$ cat config.mk
export PLATFORM = sky130hd
export DESIGN_NAME = accel_top
export DESIGN_NICKNAME = d
export VERILOG_FILES = /design/src/common/accel_pkg.sv /design/src/ctrl/accel_ctrl.sv /design/src/ctrl/accel_fsm.sv /design/src/ctrl/accel_regfile.sv /design/src/verilog/accel_engine.sv /design/src/verilog/accel_streamer.sv /design/src/verilog/accel_top.sv
export VERILOG_INCLUDE_DIRS = /design/src /design/src/common
export SDC_FILE = /design/constraint.sdc
export NUM_CORES = 1
export LEC_CHECK = 0
export BUFFER_PORTS_ARGS = -buffer_cell sky130_fd_sc_hd__buf_2
export CAP_MARGIN = 20
export CORE_AREA = 2 2 185 187
export DETAILED_ROUTE_END_ITERATION = 12
export DIE_AREA = 0 0 187 189
export PLACE_DENSITY = 0.65
export SYNTH_ARGS = -nofsm -noshare
export SYNTH_HDL_FRONTEND = slang
export SYNTH_SLANG_ARGS = --single-unit
$ cat constraint.sdc
create_clock -name clk_i -period 7.3 [get_ports clk_i]
set_input_delay 0 -clock clk_i [delete_from_list [all_inputs] [get_ports clk_i]]
set_output_delay 0 -clock clk_i [all_outputs]
set_load 0.02 [all_outputs]
$ cat src/common/accel_defines.svh
`ifndef ACCEL_DEFINES_SVH
`define ACCEL_DEFINES_SVH

// Width of one stream word and of the job key, in bits.
`define ACCEL_DATA_W  32

// Register words seen through the peripheral port.
`define ACCEL_N_REGS  4

// One round per engine stage, so this is also the engine latency.
`define ACCEL_ROUNDS  4

`define ACCEL_CREDITS 4   // Input buffer depth and initial output credits.

`define ACCEL_CNT_W   16  // Width of the length and job counters.

`endif

$ cat src/common/accel_pkg.sv
`include "accel_defines.svh"

package accel_pkg;

  // ~~~~~~~~~~~~~~~~~~~~~~~~~~~~~~~~~~~~~~~~
  // Basic vector types.
  // ~~~~~~~~~~~~~~~~~~~~~~~~~~~~~~~~~~~~~~~~
  typedef logic [`ACCEL_DATA_W-1:0]          data_t;     // Stream word or key.
  typedef logic [$clog2(`ACCEL_N_REGS)-1:0]  reg_addr_t; // Register word index.
  typedef logic [`ACCEL_CNT_W-1:0]           count_t;    // Word and job counts.

  // Main job FSM states.
  typedef enum logic [1:0] {
    IDLE,
    RUN,
    DONE
  } ctrl_state_e;

  // ~~~~~~~~~~~~~~~~~~~~~~~~~~~~~~~~~~~~~~~~
  // Peripheral port.
  // ~~~~~~~~~~~~~~~~~~~~~~~~~~~~~~~~~~~~~~~~
  typedef struct packed {
    logic      req;
    logic      wen;    // High for a write, low for a read.
    reg_addr_t addr;
    data_t     wdata;
  } periph_req_t;

  typedef struct packed {
    logic  gnt;
    logic  rvalid;
    data_t rdata;
  } periph_rsp_t;

  // ~~~~~~~~~~~~~~~~~~~~~~~~~~~~~~~~~~~~~~~~
  // Control and flag structs.
  // ~~~~~~~~~~~~~~~~~~~~~~~~~~~~~~~~~~~~~~~~
  typedef struct packed {
    logic   busy;      // FSM is in RUN.
    logic   job_done;  // FSM is in DONE.
    count_t job_count; // Completed jobs since reset.
  } ctrl_slave_t;

  typedef struct packed {
    logic   start;     // Accepted trigger write.
    data_t  key;
    count_t length;
  } flags_slave_t;

  typedef struct packed {
    logic   enable;
    logic   start;     // One cycle, loads the job length.
    count_t length;
  } ctrl_streamer_t;

  typedef struct packed {
    logic done;        // Last result of the job has left the engine.
  } flags_streamer_t;

  typedef struct packed {
    data_t key;
  } ctrl_engine_t;

  typedef struct packed {
    logic  valid;
    data_t data;
  } engine_in_t;

  typedef struct packed {
    logic  valid;
    data_t data;
  } engine_out_t;

endpackage

$ cat src/ctrl/accel_ctrl.sv
`timescale 1ns/1ps

module accel_ctrl import accel_pkg::*; (
  input  logic            clk_i,
  input  logic            rst_n_i,
  input  periph_req_t     periph_req_i,
  output periph_rsp_t     periph_rsp_o,
  output ctrl_streamer_t  ctrl_streamer_o,
  input  flags_streamer_t flags_streamer_i,
  output ctrl_engine_t    ctrl_engine_o,
  output logic            evt_o
);

  ctrl_slave_t  slave_ctrl;   // FSM to register file.
  flags_slave_t slave_flags;  // Register file to FSM.

  // ~~~~~~~~~~~~~~~~~~~~~~~~~~~~~~~~~~~~~~~~
  // Register slave.
  // ~~~~~~~~~~~~~~~~~~~~~~~~~~~~~~~~~~~~~~~~
  accel_regfile i_regfile (
    .clk_i        ( clk_i        ),
    .rst_n_i      ( rst_n_i      ),
    .periph_req_i ( periph_req_i ),
    .periph_rsp_o ( periph_rsp_o ),
    .ctrl_i       ( slave_ctrl   ),
    .flags_o      ( slave_flags  )
  );

  // Main FSM.
  accel_fsm i_fsm (
    .clk_i            ( clk_i            ),
    .rst_n_i          ( rst_n_i          ),
    .slave_flags_i    ( slave_flags      ),
    .slave_ctrl_o     ( slave_ctrl       ),
    .ctrl_streamer_o  ( ctrl_streamer_o  ),
    .flags_streamer_i ( flags_streamer_i ),
    .ctrl_engine_o    ( ctrl_engine_o    ),
    .evt_o            ( evt_o            )
  );

endmodule

$ cat src/ctrl/accel_fsm.sv
`timescale 1ns/1ps

module accel_fsm import accel_pkg::*; (
  input  logic            clk_i,
  input  logic            rst_n_i,
  input  flags_slave_t    slave_flags_i,
  output ctrl_slave_t     slave_ctrl_o,
  output ctrl_streamer_t  ctrl_streamer_o,
  input  flags_streamer_t flags_streamer_i,
  output ctrl_engine_t    ctrl_engine_o,
  output logic            evt_o
);

  ctrl_state_e state_q;
  ctrl_state_e state_d;
  data_t       key_q;     // Key of the running job.
  count_t      length_q;  // Length of the running job.
  logic        start_q;   // Streamer start, high in the first RUN cycle.
  count_t      jobs_q;    // Completed job counter.

  // Next state logic.
  always_comb begin
    state_d = state_q;
    case (state_q)
      IDLE:    if (slave_flags_i.start) state_d = RUN;
      RUN:     if (flags_streamer_i.done) state_d = DONE;
      DONE:    state_d = IDLE; // Single cycle, carries the event.
      default: state_d = IDLE;
    endcase
  end

  always_ff @(posedge clk_i) begin
    if (!rst_n_i) begin
      state_q <= IDLE;
      start_q <= 1'b0;
      jobs_q  <= '0;
    end else begin
      state_q <= state_d;
      start_q <= (state_q == IDLE) & slave_flags_i.start;
      if (state_q == DONE) jobs_q <= jobs_q + 1'b1;
    end
  end

  // Job parameters are frozen at the trigger so that register writes
  // during a job do not disturb it.
  always_ff @(posedge clk_i) begin
    if (!rst_n_i) begin
      key_q    <= '0;
      length_q <= '0;
    end else if (state_q == IDLE && slave_flags_i.start) begin
      key_q    <= slave_flags_i.key;
      length_q <= slave_flags_i.length;
    end
  end

  assign slave_ctrl_o.busy      = (state_q == RUN);
  assign slave_ctrl_o.job_done  = (state_q == DONE);
  assign slave_ctrl_o.job_count = jobs_q;

  assign ctrl_streamer_o.enable = (state_q == RUN);
  assign ctrl_streamer_o.start  = start_q;
  assign ctrl_streamer_o.length = length_q;

  assign ctrl_engine_o.key = key_q;

  assign evt_o = (state_q == DONE); // One cycle after the streamer's done.

endmodule

$ cat src/ctrl/accel_regfile.sv
`timescale 1ns/1ps
`include "accel_defines.svh"

module accel_regfile import accel_pkg::*; (
  input  logic         clk_i,
  input  logic         rst_n_i,
  input  periph_req_t  periph_req_i,
  output periph_rsp_t  periph_rsp_o,
  input  ctrl_slave_t  ctrl_i,
  output flags_slave_t flags_o
);

  // Register word map.
  localparam reg_addr_t REG_TRIGGER = reg_addr_t'(0);
  localparam reg_addr_t REG_STATUS  = reg_addr_t'(1);
  localparam reg_addr_t REG_KEY     = reg_addr_t'(2);
  localparam reg_addr_t REG_LENGTH  = reg_addr_t'(3);

  data_t  key_q;      // KEY register.
  count_t length_q;   // LENGTH register.
  logic   rvalid_q;
  data_t  rdata_q;
  data_t  status;     // Live STATUS word.
  data_t  rdata_d;
  logic   wr_acc;     // Write accepted this cycle.
  logic   job_active; // A job is running or finishing.

  assign wr_acc     = periph_req_i.req & periph_req_i.wen;
  assign job_active = ctrl_i.busy | ctrl_i.job_done; // DONE still counts as busy.

  // ~~~~~~~~~~~~~~~~~~~~~~~~~~~~~~~~~~~~~~~~
  // STATUS and read mux.
  // ~~~~~~~~~~~~~~~~~~~~~~~~~~~~~~~~~~~~~~~~
  always_comb begin
    status                      = '0;
    status[`ACCEL_DATA_W-1]     = job_active;       // Busy flag in the top bit.
    status[`ACCEL_CNT_W-1:0]    = ctrl_i.job_count; // Job count in the low half.
  end

  always_comb begin
    case (periph_req_i.addr)
      REG_STATUS: rdata_d = status;
      REG_KEY:    rdata_d = key_q;
      REG_LENGTH: rdata_d = data_t'(length_q);
      default:    rdata_d = '0; // TRIGGER reads back as zero.
    endcase
  end

  // ~~~~~~~~~~~~~~~~~~~~~~~~~~~~~~~~~~~~~~~~
  // Configuration registers.
  // ~~~~~~~~~~~~~~~~~~~~~~~~~~~~~~~~~~~~~~~~
  always_ff @(posedge clk_i) begin
    if (!rst_n_i) begin
      key_q    <= '0;
      length_q <= '0;
    end else if (wr_acc) begin
      if (periph_req_i.addr == REG_KEY) key_q <= periph_req_i.wdata;
      if (periph_req_i.addr == REG_LENGTH) begin
        length_q <= periph_req_i.wdata[`ACCEL_CNT_W-1:0]; // Upper bits dropped.
      end
    end
  end

  // Read response comes one cycle after the request.
  always_ff @(posedge clk_i) begin
    if (!rst_n_i) rvalid_q <= 1'b0;
    else          rvalid_q <= periph_req_i.req & ~periph_req_i.wen;
  end

  always_ff @(posedge clk_i) begin
    if (periph_req_i.req && !periph_req_i.wen) rdata_q <= rdata_d;
  end

  assign periph_rsp_o.gnt    = periph_req_i.req; // Always ready, granted at once.
  assign periph_rsp_o.rvalid = rvalid_q;
  assign periph_rsp_o.rdata  = rdata_q;

  // A trigger while a job is active is dropped here.
  assign flags_o.start  = wr_acc & (periph_req_i.addr == REG_TRIGGER) & ~job_active;
  assign flags_o.key    = key_q;
  assign flags_o.length = length_q;

endmodule

$ cat src/verilog/accel_engine.sv
`timescale 1ns/1ps
`include "accel_defines.svh"

module accel_engine import accel_pkg::*; (
  input  logic         clk_i,
  input  logic         rst_n_i,
  input  ctrl_engine_t ctrl_i,
  input  engine_in_t   engine_i,
  output engine_out_t  engine_o
);

  data_t                     stage_data_q [`ACCEL_ROUNDS]; // One word per stage.
  logic [`ACCEL_ROUNDS-1:0]  stage_vld_q;

  // One round: XOR with the key, then rotate left by one byte.
  function automatic data_t round_f(data_t d, data_t k);
    data_t x;
    x = d ^ k;
    return {x[`ACCEL_DATA_W-9:0], x[`ACCEL_DATA_W-1:`ACCEL_DATA_W-8]};
  endfunction

  // ~~~~~~~~~~~~~~~~~~~~~~~~~~~~~~~~~~~~~~~~
  // Round pipeline.
  // ~~~~~~~~~~~~~~~~~~~~~~~~~~~~~~~~~~~~~~~~
  always_ff @(posedge clk_i) begin
    stage_data_q[0] <= round_f(engine_i.data, ctrl_i.key);
    for (int i = 1; i < `ACCEL_ROUNDS; i++) begin
      stage_data_q[i] <= round_f(stage_data_q[i-1], ctrl_i.key);
    end
  end

  // Valid bits travel alongside; the pipeline never stalls.
  always_ff @(posedge clk_i) begin
    if (!rst_n_i) begin
      stage_vld_q <= '0;
    end else begin
      stage_vld_q <= {stage_vld_q[`ACCEL_ROUNDS-2:0], engine_i.valid};
    end
  end

  assign engine_o.valid = stage_vld_q[`ACCEL_ROUNDS-1];
  assign engine_o.data  = stage_data_q[`ACCEL_ROUNDS-1]; // Last stage is the output.

endmodule

$ cat src/verilog/accel_streamer.sv
`timescale 1ns/1ps
`include "accel_defines.svh"

module accel_streamer import accel_pkg::*; (
  input  logic            clk_i,
  input  logic            rst_n_i,
  input  logic            in_valid_i,
  input  data_t           in_data_i,
  output logic            in_credit_o,
  input  logic            out_credit_i,
  input  ctrl_streamer_t  ctrl_i,
  output flags_streamer_t flags_o,
  output engine_in_t      engine_o,
  input  logic            engine_valid_i
);

  localparam int unsigned PTR_W = $clog2(`ACCEL_CREDITS);
  localparam int unsigned CRD_W = $clog2(`ACCEL_CREDITS + 1);

  data_t              fifo_q [`ACCEL_CREDITS]; // Input buffer storage.
  logic [PTR_W-1:0]   wr_ptr_q;
  logic [PTR_W-1:0]   rd_ptr_q;
  logic [CRD_W-1:0]   fifo_cnt_q;   // Words held in the buffer.
  logic [CRD_W-1:0]   out_cred_q;   // Free slots downstream.
  count_t             iss_left_q;   // Words still to issue.
  count_t             res_left_q;   // Results still to come out.
  logic               run_q;        // Job with at least one word in progress.
  logic               issue;
  logic               last_res;

  // One word per cycle, only with a buffered word and a reserved credit.
  assign issue = ctrl_i.enable & run_q & (fifo_cnt_q != '0) &
                 (out_cred_q != '0) & (iss_left_q != '0);

  assign last_res = run_q & engine_valid_i & (res_left_q == count_t'(1));

  // ~~~~~~~~~~~~~~~~~~~~~~~~~~~~~~~~~~~~~~~~
  // Input buffer.
  // ~~~~~~~~~~~~~~~~~~~~~~~~~~~~~~~~~~~~~~~~
  always_ff @(posedge clk_i) begin
    if (in_valid_i) fifo_q[wr_ptr_q] <= in_data_i; // Space guaranteed by credits.
  end

  always_ff @(posedge clk_i) begin
    if (!rst_n_i) begin
      wr_ptr_q   <= '0;
      rd_ptr_q   <= '0;
      fifo_cnt_q <= '0;
    end else begin
      if (in_valid_i) begin
        wr_ptr_q <= (wr_ptr_q == PTR_W'(`ACCEL_CREDITS - 1)) ? '0 : wr_ptr_q + 1'b1;
      end
      if (issue) begin
        rd_ptr_q <= (rd_ptr_q == PTR_W'(`ACCEL_CREDITS - 1)) ? '0 : rd_ptr_q + 1'b1;
      end
      if (in_valid_i && !issue)      fifo_cnt_q <= fifo_cnt_q + 1'b1;
      else if (!in_valid_i && issue) fifo_cnt_q <= fifo_cnt_q - 1'b1;
    end
  end

  // ~~~~~~~~~~~~~~~~~~~~~~~~~~~~~~~~~~~~~~~~
  // Output credits and job counters.
  // ~~~~~~~~~~~~~~~~~~~~~~~~~~~~~~~~~~~~~~~~
  always_ff @(posedge clk_i) begin
    if (!rst_n_i) begin
      out_cred_q <= CRD_W'(`ACCEL_CREDITS); // Consumer starts with empty slots.
    end else if (issue && !out_credit_i) begin
      out_cred_q <= out_cred_q - 1'b1;     // Credit taken at issue.
    end else if (!issue && out_credit_i) begin
      out_cred_q <= out_cred_q + 1'b1;     // Consumer freed a slot.
    end
  end

  always_ff @(posedge clk_i) begin
    if (!rst_n_i) begin
      iss_left_q <= '0;
      res_left_q <= '0;
      run_q      <= 1'b0;
    end else if (ctrl_i.start) begin
      iss_left_q <= ctrl_i.length;
      res_left_q <= ctrl_i.length;
      run_q      <= (ctrl_i.length != '0); // Empty job never runs.
    end else begin
      if (issue) iss_left_q <= iss_left_q - 1'b1;
      if (run_q && engine_valid_i) res_left_q <= res_left_q - 1'b1;
      if (last_res) run_q <= 1'b0;
    end
  end

  assign in_credit_o   = issue; // Slot freed as the word leaves.
  assign engine_o.valid = issue;
  assign engine_o.data  = fifo_q[rd_ptr_q];

  // A zero length job finishes in its start cycle.
  assign flags_o.done = (ctrl_i.start & (ctrl_i.length == '0)) | last_res;

endmodule

$ cat src/verilog/accel_top.sv
`timescale 1ns/1ps

module accel_top import accel_pkg::*; (
  input  logic        clk_i,
  input  logic        rst_n_i,
  input  periph_req_t periph_req_i,
  output periph_rsp_t periph_rsp_o,
  input  logic        in_valid_i,
  input  data_t       in_data_i,
  output logic        in_credit_o,
  output logic        out_valid_o,
  output data_t       out_data_o,
  input  logic        out_credit_i,
  output logic        evt_o
);

  ctrl_streamer_t  ctrl_streamer;
  flags_streamer_t flags_streamer;
  ctrl_engine_t    ctrl_engine;
  engine_in_t      engine_in;
  engine_out_t     engine_out;

  accel_ctrl i_ctrl (
    .clk_i            ( clk_i          ),
    .rst_n_i          ( rst_n_i        ),
    .periph_req_i     ( periph_req_i   ),
    .periph_rsp_o     ( periph_rsp_o   ),
    .ctrl_streamer_o  ( ctrl_streamer  ),
    .flags_streamer_i ( flags_streamer ),
    .ctrl_engine_o    ( ctrl_engine    ),
    .evt_o            ( evt_o          )
  );

  accel_streamer i_streamer (
    .clk_i          ( clk_i            ),
    .rst_n_i        ( rst_n_i          ),
    .in_valid_i     ( in_valid_i       ),
    .in_data_i      ( in_data_i        ),
    .in_credit_o    ( in_credit_o      ),
    .out_credit_i   ( out_credit_i     ),
    .ctrl_i         ( ctrl_streamer    ),
    .flags_o        ( flags_streamer   ),
    .engine_o       ( engine_in        ),
    .engine_valid_i ( engine_out.valid ) // Results counted as they leave.
  );

  accel_engine i_engine (
    .clk_i    ( clk_i       ),
    .rst_n_i  ( rst_n_i     ),
    .ctrl_i   ( ctrl_engine ),
    .engine_i ( engine_in   ),
    .engine_o ( engine_out  )
  );

  assign out_valid_o = engine_out.valid;
  assign out_data_o  = engine_out.data;

endmodule
# Word level (Yosys, flattened, before mapping)
# Memory sizes are Yosys's and may differ from the RTL's. A register that Yosys moved wholly into a read port is not among the register bits.
# Index checks and enable logic that the tools add are counted.
# op_classes
muxes	20
eq_ne	10
bitwise_logic	20
n_addsub	9
n_reduce_logical	26
# ops
cell	n
$xor 32x32->32	4
$pmux 32 s3	1
$mux 16	4
$reduce_bool 16->1	2
$sub 16x1->16 const B	2
$add 16x1->16 const B	1
$eq 16x1->1 const B	1
$logic_not 16->1	1
$and 1x1->1	12
$mux 2	6
$mux 3	4
$eq 2x2->1 const B	5
$reduce_bool 2->1	5
$logic_and 1x1->1	7
$add 3x1->3 const B	2
$reduce_and 2->1	3
$reduce_bool 3->1	2
$sub 3x1->3 const B	2
$add 2x1->2 const B	2
$eq 2x1->1 const B	2
$logic_not 1->1	4
$logic_not 2->1	2
$mux 1	4
$ne 2x2->1 const B	2
other kinds (3)	5
# totals
output_inout_bits	69
ram_bits	256
mem_count	2
register_bits	195
in_bits	72
# mem_list
memory	depth	width	read_ports	rd_ports_with_merged_regs	write_ports	line_no	rtl
i_engine.stage_data_q	4	32	4	0	4	accel_engine.sv:12	data_t stage_data_q [`ACCEL_ROUNDS];
i_streamer.fifo_q	4	32	1	1	1	accel_streamer.sv:20	data_t fifo_q [`ACCEL_CREDITS];

# Longest topological paths before layout
# logic_depth
word_depth	9
mapped_depth	12

# By module
# A second synthesis with hierarchy kept.
# unflattened
cells_unflattened	1326
area_unflattened_um2	16837.4
# modules_own_cells
mod	cells_each	n_inst	seq_area_each_um2	area_each_um2
accel_streamer	465	1	4744.6	7144.4
accel_engine	265	1	2642.5	3796.1
accel_regfile	289	1	1941.9	3405.8
accel_fsm	307	1	1341.3	2491.1

# Worst setup path before layout
# No wires, ideal clock.
# synth_timing
kind	reg-to-reg
startpoint	register i_streamer.iss_left_q[2]
endpoint	register i_streamer.fifo_cnt_q[2]
stages_incl_launch_ff	11
n_path_buf	1
setup_slack_ns	4.259
arrival_time_ns	2.971
required_ns	7.230
cell_sequence	dfxtp_1 > or4_4 > or4b_1 > buf_6 > o21ai_4 > ha_1 > inv_1 > fa_1 > xor2_1 > or3_1 > a21oi_1
# synth_between
elab_chain_cells	5
word_cells_on_any_way	7
cone_classes	mux: 1; bitwise: 1; reduce/logical: 5
# synth_rtl
element	line_no	rtl
start, declared	accel_streamer.sv:25	count_t iss_left_q;
start signal, assigned	accel_streamer.sv:80	iss_left_q <= ctrl_i.length;
start signal, assigned	accel_streamer.sv:84	if (issue) iss_left_q <= iss_left_q - 1'b1;
$reduce_bool 16->1 (*)	accel_streamer.sv:33	(out_cred_q != '0) & (iss_left_q != '0);
$and 1x1->1 (*)	accel_streamer.sv:33	
$logic_not 1->1	accel_streamer.sv:56	if (in_valid_i && !issue) fifo_cnt_q <= fifo_cnt_q + 1'b1;
$logic_and 1x1->1	accel_streamer.sv:56	
$mux 3 / $reduce_bool 2->1 (equally long branches)	n/a	
end signal, assigned	accel_streamer.sv:56	
end signal, assigned	accel_streamer.sv:57	else if (!in_valid_i && issue) fifo_cnt_q <= fifo_cnt_q - 1'b1;
end, declared	accel_streamer.sv:23	logic [CRD_W-1:0] fifo_cnt_q;
# Every way passes the cells marked *; elsewhere a longest branch is shown, timed or not.
# A chain may end at the register's enable or synchronous reset.

# Worst setup path in the final report
# Same ends and word-level chain as after synthesis.

==> flow_summary.ini <==
[detailed_routing]
wl_per_cell_um = 17.30
drtAntennaViolNets = 0
totalWireLength_um = 34700
firstDrtPassIters = 5
vias_per_cell = 5.115
drtIter0Drc = 631
vias = 10260
drc = 0

[flow_run]
drv_cap = 0

[logic_synthesis]
syn_area_per_cell_um2 = 12.29
syn_inst = 1340
ys_top_cells_by_area = dfxtp_1, edfxtp_1, xor2_1
ys_ff_latch = 453
synth_nets = 1429
ys.warnings.count = 0
synth_ff_type = dfxtp_1
synth.most_common_cell = dfxtp_1
async_flop_share = 0
synthDistinctLibCells = 60
synth-seq-area-share = 0.6478
synth-edff-count = 160
synth_area_um2 = 16470
netlist.top_cell.by_area = dfxtp_1
netlist_top_cells_count = dfxtp_1, nand2_1, edfxtp_1, xor2_1, a21oi_1
post-synth-top-area-fraction = 0.3561

[clocking]
cts_tree = done
clockBufferDepth = 3
post_cts_buffers = 0
numCtsBuffers = 45
worst_skew_pair.late_latency_ns = 0.54
cts.sinks = 453
clk_pin_slew_ns = 0.06
clockRootBuffer = clkbuf_16
cts-htree-levels = 2

[worst_setup_path]
slowest_delay_ns = 0.69
worstPathRequired_ns = 7.74
crit_path_end_kind = flop
timing.rr.start = i_streamer.iss_left_q[2]
path_cells = or4_4, or4b_1, o21ai_4, ha_1, inv_1, fa_1, xor2_1, or3_1, a21oi_1
arrival_ns = 3.80
r2r_end = i_streamer.fifo_cnt_q[2]
cp_slowest_cell = or4b_1
reg2reg_setup_slack_ns = 3.95
critPathKind = flop to flop
crit_family = simple AND/OR/NAND/NOR gates
path_buf_inv = 1
crit_fanout = 7
start_kind = flop
reg2reg_depth = 9

[sta]
slew_headroom = 0.4364
worstMarginPinSlew_ns = 0.8455
setup_viol = 0
fmax_mhz = 298.1
period_needed_ns = 3.354
period_share = 0.4595
fin_tns_setup_ns = 0
fin_ws_ns = 3.946
slew_violations = 0
rsz0062_at_grt = false
hold_viol = 0
skew_ns = 0.01499

[cells_and_area]
final_util = 0.5887
num_antenna_cells = 0
fin_nets = 1610
final_area_um2 = 19590
drive_gt1_frac = 0.1816
syn_to_final_growth_pct = 18.94

[die]
io_pins = 141
fp.coreArea_um2 = 33280
die_w_um = 187
core.rowCount = 67
die_area_um2 = 35340
die_h_um = 189
start_util = 0.4949

[grt]
grt_usage = 0.1957
antenna_found_initial = 0
grt-ovfl-total = 0
grt_pass1_vias = 9984
grt_pass1_wl_um = 54250
grt_start_max_net_pins = 67

[pwr]
p_per_area_nw_per_um2 = 268.2
p_leak_nw = 7.563
vdd_drop_max_mv = 0.2550

[min_path]
holdPathStages = 4
hold_class = input port to flop
hold_end = i_ctrl.i_fsm.state_q[0]
hp-start = periph_req_i[34]

[placed_design]
hpwlAfterDp_um = 22820
io_buffers = 140
dpl-instance-area_um2 = 17480
place_congestion = 0.8460
pre_cts_slack_ns = 3.938

[outcome]
status = finished clean
==> timing repair <==
action | in CTS | in global routing
hold endpoints to repair | 189 | 0
resized for setup | 0 | 0
hold buffers | 67 | 0
==> where the power goes <==
| group | switching (W) | leakage [nW] | internal (W) |
|---|---|---|---|
| logic | 0.000163 | 2.97 | 0.000115 |
| registers | 0.0000453 | 3.90 | 0.00272 |
| clock network | 0.000925 | 0.697 | 0.00128 |
| total | 0.00113 | 7.56 | 0.00412 |
==> sequential cells by signal, summed over array words and instances, names as in the netlist, 16 cells and up, named ones only <==
name,count
i_engine.stage_data_q,128
i_streamer.fifo_q,128
i_ctrl.i_fsm.ctrl_engine_o,32
i_ctrl.i_regfile.key_q,32
i_ctrl.i_regfile.rdata_q,32
i_ctrl.i_fsm.jobs_q,16
i_ctrl.i_fsm.length_q,16
i_ctrl.i_regfile.length_q,16
i_streamer.iss_left_q,16
i_streamer.res_left_q,16
==> how the worst max path moves through the flow <==
stage | slack (ns) | from | depth (start not counted) | endpoint
after floorplan | 4.26 | i_streamer.iss_left_q[2] | 10 | i_streamer.fifo_cnt_q[2]
after global placement | 4.04 | i_streamer.iss_left_q[2] | 9 | i_streamer.fifo_cnt_q[2]
after detailed placement | 3.94 | i_streamer.iss_left_q[2] | 9 | i_streamer.fifo_cnt_q[2]
after CTS | 3.93 | i_streamer.iss_left_q[2] | 9 | i_streamer.fifo_cnt_q[2]
after global routing | 3.82 | i_streamer.iss_left_q[2] | 9 | i_streamer.fifo_cnt_q[2]
final | 3.95 | i_streamer.iss_left_q[2] | 9 | i_streamer.fifo_cnt_q[2]
==> cell type report <==
type	instances	area [um^2]
fillers	2665	13690
flip-flops and latches	453	10670
multi-input cells	780	5370
repair buffers	223	1491
clock buffers	63	1224
well taps	448	560.5
clock inverters	21	205.2
inverters	18	68.82
==> per-stage QoR <==
step,cells,power [W],hold WS (ns)
4_1_cts,2005,0.005304,0.02709
5_1_grt,2006,0.005449,0.08094
3_3_place_gp,1852,0.003065,0.2117
3_5_place_dp,1854,0.003073,0.2190
6_report,2006,0.005254,0.04965
2_1_floorplan,1340,0.002971,0.09887
==> kinds of logic after synthesis <==
| family | after synthesis | share of synthesized area |
|---|---|---|
| and+or+nand+nor | 346 | 0.09480 |
| muxes | 54 | 0.05834 |
| adders and majority gates | 17 | 0.01382 |
| AOI/OAI and AO/OA | 197 | 0.07064 |
| buffers and inverters | 107 | 0.02636 |
| xor gates and xnor gates | 166 | 0.08826 |
| DFF | 453 | 0.6478 |
==> layer usage <==
| layer | up-vias | wire length (um) | global-route usage | share of wire |
|---|---|---|---|---|
| li1 | 4991 | - | - | - |
| met1 | 4971 | 16210 | 0.2703 | 0.47 |
| met2 | 232 | 15930 | 0.3163 | 0.46 |
| met3 | 67 | 1628 | 0.03448 | 0.047 |
| met4 | 0 | 924 | 0.06166 | 0.027 |
| met5 | - | 0 | 0 | 0 |
==> layout by cell type (no fill, tap or decap), drive strengths merged, types with 32 or more instances in the layout <==
cell type    instances
nand2              213
a21oi              128
dlygate4sd3         67
buf                156
nor2                38
edfxtp             160
mux4                32
clkbuf              63
xor2               153
dfxtp              293
==> worst reg2reg max path, stage by stage, from the launching register on <==
cell and delay [ns]:
dfxtp_1 0.34, or4_4 0.56, or4b_1 0.69, o21ai_4 0.29
ha_1 0.23, inv_1 0.07, fa_1 0.43, xor2_1 0.17
or3_1 0.31, a21oi_1 0.16
No activity file was read; power rests on OpenSTA's default activity.
